<file path="src/priv_isa_types_pkg.sv">
// ISA-level definitions for the RV32 privileged unit
// Word, CSR address and interrupt vector types
// Privilege levels, trap vector and cause formats
// CSR addresses, interrupt codes, mstatus fields and write masks

`default_nettype none

package priv_isa_types_pkg;

    localparam int XLEN  = 32;  // Data and address width
    localparam int IRQ_W = 12;  // Standard interrupt bit positions

    typedef logic [XLEN-1:0]  word_t;
    typedef logic [11:0]      csr_addr_t;
    typedef logic [IRQ_W-1:0] irq_vec_t;

    typedef enum logic [1:0] {
        U = 2'd0,
        S = 2'd1,
        M = 2'd3   // Encoding 2 is reserved
    } priv_level_t;

    typedef enum logic [1:0] {
        DIRECT   = 2'd0,
        VECTORED = 2'd1
    } tvec_mode_t;

    typedef struct packed {
        logic [29:0] base;  // Word-aligned handler base
        tvec_mode_t  mode;
    } tvec_t;

    typedef struct packed {
        logic        interrupt;  // Set for asynchronous causes
        logic [30:0] cause;
    } cause_t;

    // Interrupt codes, also the bit positions in mip/mie/mideleg
    localparam int SSI = 1;
    localparam int MSI = 3;
    localparam int STI = 5;
    localparam int MTI = 7;
    localparam int SEI = 9;
    localparam int MEI = 11;

    // Fixed priority, highest first
    localparam int IRQ_NUM = 6;
    localparam int IRQ_PRIO [IRQ_NUM] = '{MEI, MSI, MTI, SEI, SSI, STI};

    localparam csr_addr_t CSR_MSTATUS = 12'h300;
    localparam csr_addr_t CSR_MIDELEG = 12'h303;
    localparam csr_addr_t CSR_MIE     = 12'h304;
    localparam csr_addr_t CSR_MTVEC   = 12'h305;
    localparam csr_addr_t CSR_MEPC    = 12'h341;
    localparam csr_addr_t CSR_MCAUSE  = 12'h342;
    localparam csr_addr_t CSR_MIP     = 12'h344;
    localparam csr_addr_t CSR_STVEC   = 12'h105;
    localparam csr_addr_t CSR_SEPC    = 12'h141;
    localparam csr_addr_t CSR_SCAUSE  = 12'h142;

    localparam int MSTATUS_SIE    = 1;
    localparam int MSTATUS_MIE    = 3;
    localparam int MSTATUS_SPIE   = 5;
    localparam int MSTATUS_MPIE   = 7;
    localparam int MSTATUS_SPP    = 8;
    localparam int MSTATUS_MPP_LO = 11;
    localparam int MSTATUS_MPP_HI = 12;

    localparam word_t MSTATUS_WMASK = 32'h0000_19AA;  // SIE MIE SPIE MPIE SPP MPP
    localparam word_t MIE_WMASK     = 32'h0000_0AAA;  // All six standard enables
    localparam word_t MIDELEG_WMASK = 32'h0000_0222;  // S-level interrupts only

endpackage

`default_nettype wire

</file>
<file path="src/priv_unit_types_pkg.sv">
// Transport types between the privileged unit's blocks
// Software CSR write request, trap commit update
// CSR view for pipe control and arbiter selection result

`default_nettype none

package priv_unit_types_pkg;

    import priv_isa_types_pkg::*;

    typedef struct packed {
        logic      en;    // Write this cycle
        csr_addr_t addr;
        word_t     data;
    } csr_wr_req_t;       // 45 bits

    typedef struct packed {
        logic       en_m;          // Update mepc and mcause
        logic       en_s;          // Update sepc and scause
        word_t      epc;           // Resume PC of the trapped instruction
        cause_t     cause;
        word_t      mstatus_next;  // Only the status fields are kept
        logic       status_we;     // Trap or return rewrites mstatus
        logic [4:0] pad;           // Rounds to a byte multiple
    } trap_commit_t;

    typedef struct packed {
        tvec_t mtvec;
        tvec_t stvec;
        word_t mepc;
        word_t sepc;
    } trap_view_t;                 // 128 bits

    typedef struct packed {
        logic   intr;       // An enabled interrupt is pending
        logic   intr_to_s;  // Taken in S-mode
        cause_t cause;
    } intr_sel_t;           // 34 bits

endpackage

`default_nettype wire
</file>
<file path="src/priv_csr_bank.sv">
// Privileged CSR bank
// Software write and combinational read port
// Trap and return commit port for xepc, xcause and mstatus

`timescale 1ns/100ps
`default_nettype none

module priv_csr_bank (
    input  logic                               clk,
    input  logic                               rst_n,
    input  priv_unit_types_pkg::csr_wr_req_t   csr_wr,
    input  priv_isa_types_pkg::csr_addr_t      csr_raddr,
    input  priv_isa_types_pkg::irq_vec_t       irq_lines,
    input  priv_unit_types_pkg::trap_commit_t  commit,
    output priv_isa_types_pkg::word_t          csr_rdata,
    output priv_unit_types_pkg::trap_view_t    view,
    output priv_isa_types_pkg::word_t          mstatus,
    output priv_isa_types_pkg::word_t          mie,
    output priv_isa_types_pkg::word_t          mideleg
);

    import priv_isa_types_pkg::*;

    word_t  mstatus_q;
    word_t  mie_q;
    word_t  mideleg_q;
    tvec_t  mtvec_q;
    word_t  mepc_q;
    cause_t mcause_q;
    tvec_t  stvec_q;
    word_t  sepc_q;
    cause_t scause_q;

    // Keeps status fields only; reserved MPP value falls back to U
    function automatic word_t legal_mstatus(input word_t d);
        word_t v;
        v = d & MSTATUS_WMASK;
        if (v[MSTATUS_MPP_HI:MSTATUS_MPP_LO] == 2'b10) begin
            v[MSTATUS_MPP_HI:MSTATUS_MPP_LO] = U;
        end
        return v;
    endfunction

    function automatic tvec_t legal_tvec(input word_t d);
        tvec_t t;
        t.base = d[31:2];
        t.mode = (d[1:0] == 2'd1) ? VECTORED : DIRECT;  // Modes above 1 read as DIRECT
        return t;
    endfunction

    always_ff @(posedge clk) begin
        if (!rst_n) begin
            mstatus_q <= '0;   // Global MIE off out of reset
            mie_q     <= '0;
            mideleg_q <= '0;
            mtvec_q   <= '0;
            mepc_q    <= '0;
            mcause_q  <= '0;
            stvec_q   <= '0;
            sepc_q    <= '0;
            scause_q  <= '0;
        end else begin
            if (csr_wr.en) begin
                case (csr_wr.addr)
                    CSR_MSTATUS: mstatus_q <= legal_mstatus(csr_wr.data);
                    CSR_MIE:     mie_q     <= csr_wr.data & MIE_WMASK;
                    CSR_MIDELEG: mideleg_q <= csr_wr.data & MIDELEG_WMASK;
                    CSR_MTVEC:   mtvec_q   <= legal_tvec(csr_wr.data);
                    CSR_MEPC:    mepc_q    <= {csr_wr.data[31:2], 2'b00};
                    CSR_MCAUSE:  mcause_q  <= csr_wr.data;
                    CSR_STVEC:   stvec_q   <= legal_tvec(csr_wr.data);
                    CSR_SEPC:    sepc_q    <= {csr_wr.data[31:2], 2'b00};
                    CSR_SCAUSE:  scause_q  <= csr_wr.data;
                    default:     ;         // mip and unknown addresses ignore writes
                endcase
            end
            // Commit comes last so it wins over a software write
            if (commit.status_we) begin
                mstatus_q <= legal_mstatus(commit.mstatus_next);
            end
            if (commit.en_m) begin
                mepc_q   <= {commit.epc[31:2], 2'b00};
                mcause_q <= commit.cause;
            end
            if (commit.en_s) begin
                sepc_q   <= {commit.epc[31:2], 2'b00};
                scause_q <= commit.cause;
            end
        end
    end

    always_comb begin
        case (csr_raddr)
            CSR_MSTATUS: csr_rdata = mstatus_q;
            CSR_MIE:     csr_rdata = mie_q;
            CSR_MIDELEG: csr_rdata = mideleg_q;
            CSR_MTVEC:   csr_rdata = mtvec_q;
            CSR_MEPC:    csr_rdata = mepc_q;
            CSR_MCAUSE:  csr_rdata = mcause_q;
            CSR_MIP:     csr_rdata = {20'd0, irq_lines};  // Mirrors the live lines
            CSR_STVEC:   csr_rdata = stvec_q;
            CSR_SEPC:    csr_rdata = sepc_q;
            CSR_SCAUSE:  csr_rdata = scause_q;
            default:     csr_rdata = '0;
        endcase
    end

    assign view    = '{mtvec: mtvec_q, stvec: stvec_q, mepc: mepc_q, sepc: sepc_q};
    assign mstatus = mstatus_q;
    assign mie     = mie_q;
    assign mideleg = mideleg_q;

endmodule

`default_nettype wire

</file>
<file path="src/priv_intr_arbiter.sv">
// Interrupt arbiter
// Enable masking, S-mode delegation and global enables
// Fixed-priority pick of one pending interrupt

`timescale 1ns/100ps
`default_nettype none

module priv_intr_arbiter (
    input  priv_isa_types_pkg::irq_vec_t     irq_lines,
    input  priv_isa_types_pkg::word_t        mie,
    input  priv_isa_types_pkg::word_t        mideleg,
    input  priv_isa_types_pkg::word_t        mstatus,
    input  priv_isa_types_pkg::priv_level_t  curr_mode,
    output priv_unit_types_pkg::intr_sel_t   sel
);

    import priv_isa_types_pkg::*;

    irq_vec_t pending;  // Pending and individually enabled
    irq_vec_t deleg;    // Delegated to S
    irq_vec_t take;     // Passes its global enable
    logic     m_glb;
    logic     s_glb;

    assign pending = irq_lines & mie[IRQ_W-1:0];
    assign deleg   = mideleg[IRQ_W-1:0];

    // Lower mode is always interruptible by a higher target
    assign m_glb = (curr_mode != M) || mstatus[MSTATUS_MIE];
    assign s_glb = (curr_mode == U) || ((curr_mode == S) && mstatus[MSTATUS_SIE]);

    // Delegated lines stay masked while in M, s_glb is low there
    assign take = (pending & ~deleg & {IRQ_W{m_glb}})
                | (pending &  deleg & {IRQ_W{s_glb}});

    // Walk from lowest to highest priority so the highest hit wins
    always_comb begin
        sel = '0;
        for (int i = IRQ_NUM - 1; i >= 0; i--) begin
            if (take[IRQ_PRIO[i]]) begin
                sel.intr            = 1'b1;
                sel.intr_to_s       = deleg[IRQ_PRIO[i]];
                sel.cause.interrupt = 1'b1;
                sel.cause.cause     = 31'(IRQ_PRIO[i]);
            end
        end
    end

endmodule

`default_nettype wire

</file>
<file path="src/priv_mode_ctrl.sv">
// Privilege-mode FSM
// Selects trap or return on each redirect
// Builds the commit update for xepc, xcause and mstatus

`timescale 1ns/100ps
`default_nettype none

module priv_mode_ctrl (
    input  logic                               clk,
    input  logic                               rst_n,
    input  logic                               insert_pc,
    input  priv_unit_types_pkg::intr_sel_t     sel,
    input  logic                               mret,
    input  logic                               sret,
    input  priv_isa_types_pkg::word_t          epc,
    input  priv_isa_types_pkg::word_t          mstatus,
    output priv_isa_types_pkg::priv_level_t    curr_mode,
    output priv_unit_types_pkg::trap_commit_t  commit
);

    import priv_isa_types_pkg::*;

    priv_level_t next_mode;
    word_t       st;  // mstatus after this event

    always_comb begin
        next_mode    = curr_mode;
        st           = mstatus;
        commit       = '0;
        commit.epc   = epc;
        commit.cause = sel.cause;
        if (insert_pc) begin
            if (sel.intr) begin  // Interrupt beats both returns
                commit.status_we = 1'b1;
                if (sel.intr_to_s) begin
                    commit.en_s       = 1'b1;
                    st[MSTATUS_SPIE]  = st[MSTATUS_SIE];
                    st[MSTATUS_SIE]   = 1'b0;
                    st[MSTATUS_SPP]   = (curr_mode != U);  // Only U or S reach here
                    next_mode         = S;
                end else begin
                    commit.en_m       = 1'b1;
                    st[MSTATUS_MPIE]  = st[MSTATUS_MIE];
                    st[MSTATUS_MIE]   = 1'b0;
                    st[MSTATUS_MPP_HI:MSTATUS_MPP_LO] = curr_mode;
                    next_mode         = M;
                end
            end else if (mret) begin
                commit.status_we = 1'b1;
                next_mode        = priv_level_t'(st[MSTATUS_MPP_HI:MSTATUS_MPP_LO]);
                st[MSTATUS_MIE]  = st[MSTATUS_MPIE];
                st[MSTATUS_MPIE] = 1'b1;
                st[MSTATUS_MPP_HI:MSTATUS_MPP_LO] = U;
            end else if (sret) begin
                commit.status_we = 1'b1;
                next_mode        = st[MSTATUS_SPP] ? S : U;
                st[MSTATUS_SIE]  = st[MSTATUS_SPIE];
                st[MSTATUS_SPIE] = 1'b1;
                st[MSTATUS_SPP]  = 1'b0;
            end
        end
        commit.mstatus_next = st;
    end

    always_ff @(posedge clk) begin
        if (!rst_n) begin
            curr_mode <= M;  // Boot in machine mode
        end else begin
            curr_mode <= next_mode;
        end
    end

endmodule

`default_nettype wire

</file>
<file path="src/priv_pipe_control.sv">
// Pipeline redirect control
// Redirect strobe for interrupts, mret and sret
// Target PC from trap vectors or saved epc

`timescale 1ns/100ps
`default_nettype none

module priv_pipe_control (
    input  priv_unit_types_pkg::intr_sel_t   sel,
    input  priv_unit_types_pkg::trap_view_t  view,
    input  logic                             mret,
    input  logic                             sret,
    input  logic                             ex_mem_stall,
    output logic                             insert_pc,
    output priv_isa_types_pkg::word_t        priv_pc
);

    import priv_isa_types_pkg::*;

    tvec_t tvec;  // Vector of the target mode

    // Stall holds back interrupt entry only
    assign insert_pc = mret | sret | (sel.intr & ~ex_mem_stall);

    assign tvec = sel.intr_to_s ? view.stvec : view.mtvec;

    always_comb begin
        priv_pc = '0;
        if (sel.intr) begin
            if (tvec.mode == VECTORED) begin
                priv_pc = {tvec.base, 2'b00} + {sel.cause.cause[29:0], 2'b00};  // base + 4*code
            end else begin
                priv_pc = {tvec.base, 2'b00};
            end
        end else if (mret) begin
            priv_pc = view.mepc;  // Back from M handler
        end else if (sret) begin
            priv_pc = view.sepc;  // Back from S handler
        end
    end

endmodule

`default_nettype wire

</file>
<file path="src/priv_unit.sv">
// Trap-redirect top level of the RV32 privileged unit
// CSR bank, interrupt arbiter, pipe control and mode FSM

`timescale 1ns/100ps
`default_nettype none

module priv_unit (
    input  logic                              clk,
    input  logic                              rst_n,
    input  priv_isa_types_pkg::irq_vec_t      irq_lines,
    input  logic                              ex_mem_stall,
    input  logic                              mret,
    input  logic                              sret,
    input  priv_isa_types_pkg::word_t         epc,
    input  priv_unit_types_pkg::csr_wr_req_t  csr_wr,
    input  priv_isa_types_pkg::csr_addr_t     csr_raddr,
    output priv_isa_types_pkg::word_t         csr_rdata,
    output logic                              insert_pc,
    output priv_isa_types_pkg::word_t         priv_pc,
    output priv_isa_types_pkg::priv_level_t   curr_mode
);

    import priv_isa_types_pkg::*;
    import priv_unit_types_pkg::*;

    trap_view_t   view;
    trap_commit_t commit;
    intr_sel_t    sel;
    word_t        mstatus;
    word_t        mie;
    word_t        mideleg;

    priv_csr_bank u_csr_bank (
        .clk       (clk),
        .rst_n     (rst_n),
        .csr_wr    (csr_wr),
        .csr_raddr (csr_raddr),
        .irq_lines (irq_lines),
        .commit    (commit),
        .csr_rdata (csr_rdata),
        .view      (view),
        .mstatus   (mstatus),
        .mie       (mie),
        .mideleg   (mideleg)
    );

    priv_intr_arbiter u_intr_arbiter (
        .irq_lines (irq_lines),
        .mie       (mie),
        .mideleg   (mideleg),
        .mstatus   (mstatus),
        .curr_mode (curr_mode),
        .sel       (sel)
    );

    priv_pipe_control u_pipe_control (
        .sel          (sel),
        .view         (view),
        .mret         (mret),
        .sret         (sret),
        .ex_mem_stall (ex_mem_stall),
        .insert_pc    (insert_pc),
        .priv_pc      (priv_pc)
    );

    priv_mode_ctrl u_mode_ctrl (
        .clk       (clk),
        .rst_n     (rst_n),
        .insert_pc (insert_pc),  // Sole commit qualifier
        .sel       (sel),
        .mret      (mret),
        .sret      (sret),
        .epc       (epc),
        .mstatus   (mstatus),
        .curr_mode (curr_mode),
        .commit    (commit)
    );

endmodule

`default_nettype wire

</file>
<file path="config.mk">
export PLATFORM = sky130hd
export DESIGN_NAME = priv_unit
export DESIGN_NICKNAME = d
export VERILOG_FILES = /design/src/priv_isa_types_pkg.sv /design/src/priv_unit_types_pkg.sv /design/src/priv_csr_bank.sv /design/src/priv_intr_arbiter.sv /design/src/priv_mode_ctrl.sv /design/src/priv_pipe_control.sv /design/src/priv_unit.sv
export SDC_FILE = /design/constraint.sdc
export NUM_CORES = 1
export LEC_CHECK = 0
export ABC_AREA = 1
export BUFFER_PORTS_ARGS = -buffer_cell sky130_fd_sc_hd__buf_2
export CAP_MARGIN = 20
export CELL_PAD_IN_SITES_DETAIL_PLACEMENT = 1
export CELL_PAD_IN_SITES_GLOBAL_PLACEMENT = 2
export CORE_ASPECT_RATIO = 1.5
export CORE_MARGIN = 4
export CORE_UTILIZATION = 34
export DETAILED_ROUTE_END_ITERATION = 10
export GPL_TIMING_DRIVEN = 0
export PLACE_DENSITY = 0.82
export RECOVER_POWER = 25
export SKIP_CTS_REPAIR_TIMING = 1
export SLEW_MARGIN = 20
export SYNTH_ARGS = -nofsm -noshare
export SYNTH_HDL_FRONTEND = slang
export SYNTH_SLANG_ARGS = --single-unit
</file>
<file path="constraint.sdc">
create_clock -name clk -period 6.75 [get_ports clk]
set_input_delay 0.675 -clock clk [delete_from_list [all_inputs] [get_ports clk]]
set_output_delay 0.675 -clock clk [all_outputs]
set_load 0.02 [all_outputs]
</file>
==> results of run 1 <==
## power by group through the flow
stage	Sequential (mW)	Combinational, mW	Clock, mW
5_1_grt	1.21	0.176	1.31
3_3_place_gp	1.24	0.164	0
4_1_cts	1.21	0.166	1.25
6_report	1.21	0.168	1.25
3_5_place_dp	1.24	0.165	0
2_1_floorplan	1.24	0.0625	0
## layout by cell type (no fill, tap or decap), types with 4 or more instances in the layout
| cell | instances |
|---|---|
| o2111ai_1 | 7 |
| o21ai_0 | 177 |
| nand4_1 | 19 |
| o211ai_1 | 25 |
| buf_6 | 6 |
| ha_1 | 4 |
| inv_1 | 273 |
| a22oi_1 | 25 |
| dfxtp_1 | 204 |
| nor4_1 | 4 |
| a21oi_1 | 146 |
| a221oi_1 | 12 |
| buf_1 | 5 |
| nand2_2 | 6 |
| clkinv_2 | 9 |
| nand3_1 | 175 |
| nor2_2 | 8 |
| a211oi_1 | 5 |
| nor2_1 | 82 |
| o21ai_1 | 15 |
| a22o_1 | 12 |
| a31oi_1 | 4 |
| inv_2 | 4 |
| o221ai_1 | 14 |
| a32o_1 | 6 |
| clkbuf_16 | 23 |
| clkbuf_1 | 80 |
| nor3_1 | 56 |
| o22ai_1 | 46 |
| nand2_1 | 348 |
| buf_4 | 6 |
| buf_2 | 190 |
## cell families (layout without fill, tap and decap cells)
logic type	Yosys count	in the layout	share of synthesized area [%]
buffers and inverters	393	603	13.16
adder cells (fa/ha/maj)	5	5	0.5862
flip-flops	204	204	34.16
AO/OA/AOI/OAI	502	502	24.65
XOR/XNOR	3	3	0.2198
other	1	3	0.03137
AND/OR/NAND/NOR	721	721	27.19
## stage by stage
stage          setup slack [ps]  utilization, %  hold slack [ps]
6_report                  592.1           40.89            445.8
2_1_floorplan              2299               -            437.4
4_1_cts                   601.7           40.95            439.3
3_5_place_dp              900.3           38.87            454.8
5_1_grt                   334.9           40.88            443.2
3_3_place_gp              911.8           38.79            448.8
## layer usage
| metal | vias to the layer above | global-route usage, % | routed length, microns |
|---|---|---|---|
| met5 | - | 0 | 0 |
| met4 | 0 | 32.75 | 8006 |
| met3 | 273 | 3.833 | 3482 |
| met2 | 657 | 61.39 | 34100 |
| met1 | 7100 | 37.39 | 24990 |
| li1 | 6550 | - | - |
## sequential cells by signal, summed over array words and instances, names as in the netlist
register	count
u_csr_bank.mstatus	7
u_csr_bank.mcause_q	32
u_csr_bank.view	62
u_csr_bank.mideleg	3
u_mode_ctrl.curr_mode	2
u_csr_bank.scause_q	32
u_csr_bank.mie	6
u_csr_bank.sepc_q	30
u_csr_bank.mepc_q	30
## area by class of cell
class	count	area (sq um)
Inverter	279	1047
Fill cell	4638	20380
Clock buffer	30	631.9
Antenna cell	1	2.502
Clock inverter	11	82.58
Multi-Input combinational cell	1233	6297
Buffer	114	515.5
Sequential cell	204	4084
Tap cell	467	584.3
Timing Repair Buffer	169	852.1
## worst min-delay path by stage
stage	from	endpoint	slack, ps	cells past startpoint
floorplan	u_csr_bank.mstatus[5]	u_csr_bank.mstatus[5]	440	2
global placement	u_csr_bank.mcause_q[18]	u_csr_bank.mcause_q[18]	450	2
detailed placement	u_csr_bank.scause_q[15]	u_csr_bank.scause_q[15]	450	2
CTS	csr_wr[23]	u_csr_bank.scause_q[23]	440	3
global route	csr_wr[19]	u_csr_bank.mcause_q[19]	440	3
finish	csr_wr[23]	u_csr_bank.scause_q[23]	450	3
## worst register-to-register path, cell delays in order, from the launching register on
cell	delay, ps
dfxtp_1	310
inv_1	200
nand3_4	170
nand3_1	200
nand3_4	220
inv_1	290
nand3_1	320
nand2_1	140
nand2_1	210
nand2_1	200
clkbuf_1	490
clkbuf_1	640
buf_2	360
nand3_1	110
a21oi_1	190
==> run metrics, run 1 <==
status=finished, final reports clean; Pleak=6.195 nW; top cells by count, synth=nand2_1, inv_1, dfxtp_1; cell repeated most along the worst path=inv_1; vias in the first global route=14910; sw power=684.4 uW; antenna viol nets, final=0; clk root buf=clkbuf_16; Setup crit end=priv_pc[16]; reg2reg start=u_csr_bank.mstatus[3]; synth top area cells=dfxtp_1, nand2_1, inv_1; fmax=162.4 MHz; clock latency on the worst-skew pair=530 ps; Slew Limit Fails=0; Worst Skew=12.31 ps; YS warnings=0; Primary FF master, synth=dfxtp_1; Crit path depth=23; post-placement cell count=2466; WS Path Type=flop to output port; min cycle time layout=6158 ps; total power=2.630 mW; Rel. slew slack=21.75%; Initial Util=34.67%; Iter 0 DRT Violations=1235; IO Port Bufs=166; CP endpoint kind=output port; final std cells w/o fill=2508; max_cap viols=0; EDFF count, synth=0; gr ovfl total=0; post-DP HPWL=55810 microns; clock tree buffer depth=3; worst min-delay path category=input port to flop; maximum VDD drop=0.1329 mV; Area growth, synth to finish=17.93%; kind of cell adding the most delay to the critical path=simple AND/OR/NAND/NOR gates; site row count=83; Pint=1.946 mW; asr flop ratio synth=0%; first-pass GRT wire length=99480 microns; combinational group share of total power=6.4%; Vias=14580; WL/cell=28.14 microns; layout cells sized above 1=13.48%; crit-path cells=inv_1 > nand3_4 > nand3_1 > nand3_4 > nor2_8 > nand2_4 > buf_6 > buf_6 > buf_2 > o21ai_1 > ha_1 > inv_1 > fa_1 > inv_1 > nand2_1 > o21ai_0 > nand3_2 > nor2_2 > nand2_1 > nor2_4 > o21ai_0 > o21ai_1 > buf_2; Mapped Cells=1829; CP max FO=10; reg2reg setup slack=2630 ps; Die ar.=38280 sq um; CP Data Required Time=6070 ps; top cell type's share of synthesized area=34.16%; Inserted Clock Buffers=23; cell area after layout=14100 sq um; RSZ-0062 raised after global routing=false; crit path from=u_csr_bank.mstatus[3]; register area share after synthesis=34.16%; final setup fails=0; fin crit share=91.23%; # H-tree levels=1; worst path bufs/invs=7; Synth Area per Inst=6.536 sq um; setup total negative slack=0 ps; synthesized flop and latch total=204; CP max-delay cell=o21ai_0; Die W=161.1 microns; clock power share=47.5%; Sink Count=204; Synth area leader=dfxtp_1; Detailed Route WL=70580 microns; NumNets Final=2135; synth unique cells=52; gpl congestion=0.9958; drt via density=5.813; Reg2Reg Depth=14; pin count of the biggest net entering global routing=14; largest stage delay on the critical path=400 ps; TritonRoute pass-1 iters=6; DRC Markers=0; Worst EP arrival=5480 ps; Ports=173; Core ar.=34480 sq um; antenna violations before repair=0; Final Hold Fails=0; worst slew pin tran=1174 ps; Clock Pin Slew Worst Setup and Hold Paths=60 ps; Pwr Density=186.6 nW/um^2; type of origin of the critical path=flop; FF-to-FF End=u_csr_bank.mcause_q[21]; Sequential Power Share=46.1%; Net Sw Frac=26.02%; most frequent cell after synthesis=nand2_1; area post-placement=13400 sq um; die height=237.6 microns; CTS tree=done; GR Util All Layers=35.44%; Synth Cell Area=11950 sq um
Power figures use the tool's default switching activity.
==> run 2: changes to the inputs <==
--- a/config.mk
+++ b/config.mk
@@ -5,17 +5,17 @@
 export SDC_FILE = /design/constraint.sdc
 export NUM_CORES = 1
 export LEC_CHECK = 0
-export ABC_AREA = 1
+export ABC_AREA = 0
 export BUFFER_PORTS_ARGS = -buffer_cell sky130_fd_sc_hd__buf_2
 export CAP_MARGIN = 20
 export CELL_PAD_IN_SITES_DETAIL_PLACEMENT = 1
 export CELL_PAD_IN_SITES_GLOBAL_PLACEMENT = 2
 export CORE_ASPECT_RATIO = 1.5
 export CORE_MARGIN = 4
-export CORE_UTILIZATION = 34
+export CORE_UTILIZATION = 36
 export DETAILED_ROUTE_END_ITERATION = 10
 export GPL_TIMING_DRIVEN = 0
-export PLACE_DENSITY = 0.82
+export PLACE_DENSITY_LB_ADDON = 0.1
 export RECOVER_POWER = 25
 export SKIP_CTS_REPAIR_TIMING = 1
 export SLEW_MARGIN = 20
==> run 2 against run 1 <==
The run now ends with max-capacitance violations, max-slew violations left. Routed wire length is 11% lower. Non-clock buffer count up 3. Sequential power hardly changed. Synthesized cell count down 16%. Global-route usage down 1.1 points. Clock power down 5%. Total power decreased by 2.3%. Hold slack worse by 30 ps.
==> run metrics, run 2 <==
worst slack, placed=199.2 ps (-701.2 ps); TritonRoute pass-1 iters=7 (+1); setup total negative slack=0 ps (unchanged); area share of fa/ha/maj cells after synthesis=0.6036% (+0.017 points); gr ovfl total=0 (unchanged); NumNets Final=1825 (-15%); most frequent cells in the layout=nand2_1, dfxtp_1, buf_2; reg2reg setup slack=3230 ps (+600 ps); Die ar.=35240 sq um (-7.9%); gpl congestion=0.9372 (-5.9%); Primary FF master, synth=dfxtp_1; Sink Count=204 (unchanged); Setup crit end=priv_pc[30]; Worst Skew=21.55 ps (+9.239 ps); CP endpoint kind=output port; CTS tree=done; Detailed Route WL=62970 microns (-11%); total power=2.569 mW (-2.3%); Final Hold Fails=0 (unchanged); vias in the first global route=13530 (-9.3%); CP Data Required Time=6070 ps (about the same); fmax=154.0 MHz (-5.2%); Synth area leader=dfxtp_1; mux share of post-synthesis cell area=7.728% (+7.7 points); met1 usage=38.38% (+0.99 points); RSZ-0062 raised after global routing=false; synthesized flop and latch total=204 (unchanged); # H-tree levels=1 (unchanged); Reg2Reg Depth=8 (-6); Iter 0 DRT Violations=1268 (+2.7%); sw power=668.9 uW (-2.3%); ANT cells=0 (-1); synth top area cells=dfxtp_1, nand2_1, mux2i_1; layout cells sized above 1=13.83% (+0.35 points); Vias=13060 (-10%); Synth Area per Inst=7.597 sq um (+16%); hold_ws=415.9 ps (-29.88 ps); min cycle time layout=6494 ps (+335.9 ps); DRC Markers=0 (unchanged); top cells by count, synth=nand2_1, dfxtp_1, a21oi_1; first-pass GRT wire length=90070 microns (-9.5%); Net Sw Frac=26.04% (about the same); Pint=1.900 mW (-2.4%); Slew Limit Fails=7 (+7); Pwr Density=188.7 nW/um^2 (+1.1%); combinational group share of total power=6.5% (about the same); asr flop ratio synth=0% (unchanged); antenna viol nets, final=0 (unchanged); crit path from=u_csr_bank.mie[11]; routing usage on met2=59.91% (-1.5 points); Synth Cell Area=11610 sq um (-2.9%); Inserted Clock Buffers=23 (unchanged); top cell type's share of synthesized area=35.18% (+1.0 points); maximum VDD drop=0.1555 mV (+17%); die height=227.9 microns (-4.1%); Mapped Cells=1528 (-16%); site row count=80 (-3.6%); type of origin of the critical path=flop; IO Port Bufs=160 (-3.6%); worst slew pin tran=1931 ps (+757.5 ps); CP max FO=7 (-3); clk root buf=clkbuf_16; Sequential Power Share=47.3% (+1.2 points); cell area after layout=13610 sq um (-3.4%); clock power share=46.2% (-1.3 points); WS Path Type=flop to output port; area post-placement=12950 sq um (-3.4%); synth unique cells=72 (+38%); final core occ=42.76% (+1.9 points); max_cap viols=1 (+1); Area growth, synth to finish=17.26%; post-placement cell count=2100 (-15%); FF-to-FF End=u_csr_bank.mstatus[12]; fin crit share=96.21% (+5.0 points); GRT met3 Usage=5.309% (+1.5 points); YS warnings=0 (unchanged); main combinational cell family by area after synthesis=compound AO/OA/AOI/OAI gates; Clock Pin Slew Worst Setup and Hold Paths=60 ps (about the same); Synth Area in Compound Gates=24.50% (-0.15 points); Final WS setup=256.2 ps (-335.9 ps); commonest non-fill, non-tap cell in the layout=nand2_1; Worst EP arrival=5820 ps (+340 ps); final setup fails=0 (unchanged); Ports=173 (unchanged); reg2reg start=u_csr_bank.mie[11]; antenna violations before repair=0 (unchanged); clock tree buffer depth=3 (unchanged); Initial Util=36.47% (+1.8 points); Core ar.=31830 sq um (-7.7%); Die W=154.6 microns (-4.0%); GR peak layer=met2; EDFF count, synth=0 (unchanged); pin count of the biggest net entering global routing=13 (-1); post-DP HPWL=46570 microns (-17%); drt via density=6.109 (+5.1%); GR Util All Layers=34.31% (-1.1 points); clock latency on the worst-skew pair=540 ps (about the same); worst min-delay path category=input port to flop; Rel. slew slack=-29.95% (-52 points); status=complete, but fails checks; WL/cell=29.45 microns (+4.7%); most frequent cell after synthesis=nand2_1; simple-gate share of the synthesized area=23.67% (-3.5 points); final std cells w/o fill=2138 (-15%); Pleak=4.778 nW (-23%); failing checks=max-capacitance violations, max-slew violations; register area share after synthesis=35.18% (+1.0 points); xor/xnor share of the synthesized area=3.320% (+3.1 points); max reg flops=62 (unchanged)
-- run 2: cell types whose count changed after synthesis, moves of 54 or more --
| cell | before | now |
|---|---|---|
| nand3_1 | 174 | 35 |
| o21ai_0 | 177 | 30 |
| a222oi_1 | 0 | 54 |
| mux2i_1 | 0 | 84 |
| inv_1 | 271 | 16 |
| a211oi_1 | 5 | 63 |
-- run 2: worst max-delay path: stages, from the launching register on --
cell	delay, ps
dfxtp_1	360
a222oi_1	600
and2_1	220
clkbuf_1	390
nand2_1	430
mux2_2	360
ha_1	200
inv_1	70
fa_1	410
nand2b_1	230
a2111oi_1	580
nand4_1	350
or3_1	390
a21oi_1	150
a21oi_1	70
o21ai_0	260
buf_2	230
-- run 2: per-layer routing --
metal / part of all wire (%) / up-vias
li1: - / 5854
met1: 36 / 6394
met2: 49 / 610
met3: 6.6 / 203
met4: 7.8 / 0
met5: 0 / -
-- run 2: final cells by class --
cell class / instances / area (sq um)
Clock inverter: 4 / 20.02
Fill cell: 4071 / 18220
Timing Repair Buffer: 161 / 805.8
Buffer: 125 / 501.7
Clock buffer: 35 / 640.6
Multi-Input combinational cell: 1180 / 6975
Tap cell: 410 / 513.0
Inverter: 19 / 71.32
Sequential cell: 204 / 4084
-- run 2: worst min-delay path by stage --
stage                                  from                 endpoint  cells past startpoint
floorplan           u_csr_bank.mcause_q[15]  u_csr_bank.mcause_q[15]                      2
global placement     u_csr_bank.mcause_q[4]   u_csr_bank.mcause_q[4]                      2
detailed placement   u_csr_bank.mcause_q[5]   u_csr_bank.mcause_q[5]                      2
CTS                                  epc[4]     u_csr_bank.mepc_q[4]                      2
global route                         epc[5]     u_csr_bank.mepc_q[5]                      2
finish                               epc[8]     u_csr_bank.mepc_q[8]                      2
-- run 2: logic make-up (layout without fill, tap and decap cells) --
group	Yosys count	in the layout
fa+ha+maj	5	5
mux	89	89
compound gates	399	399
flops	204	204
xor+xnor	44	44
other cells	1	2
simple gates	641	641
buf+inv	145	344
-- run 2: power groups by stage --
| stage | clock [mW] | sequential [mW] | combinational, mW |
|---|---|---|---|
| final | 1.19 | 1.21 | 0.168 |
| after global routing | 1.24 | 1.21 | 0.174 |
| after CTS | 1.20 | 1.21 | 0.165 |
| after detailed placement | 0 | 1.24 | 0.165 |
| after global placement | 0 | 1.24 | 0.163 |
| after floorplan | 0 | 1.24 | 0.0597 |
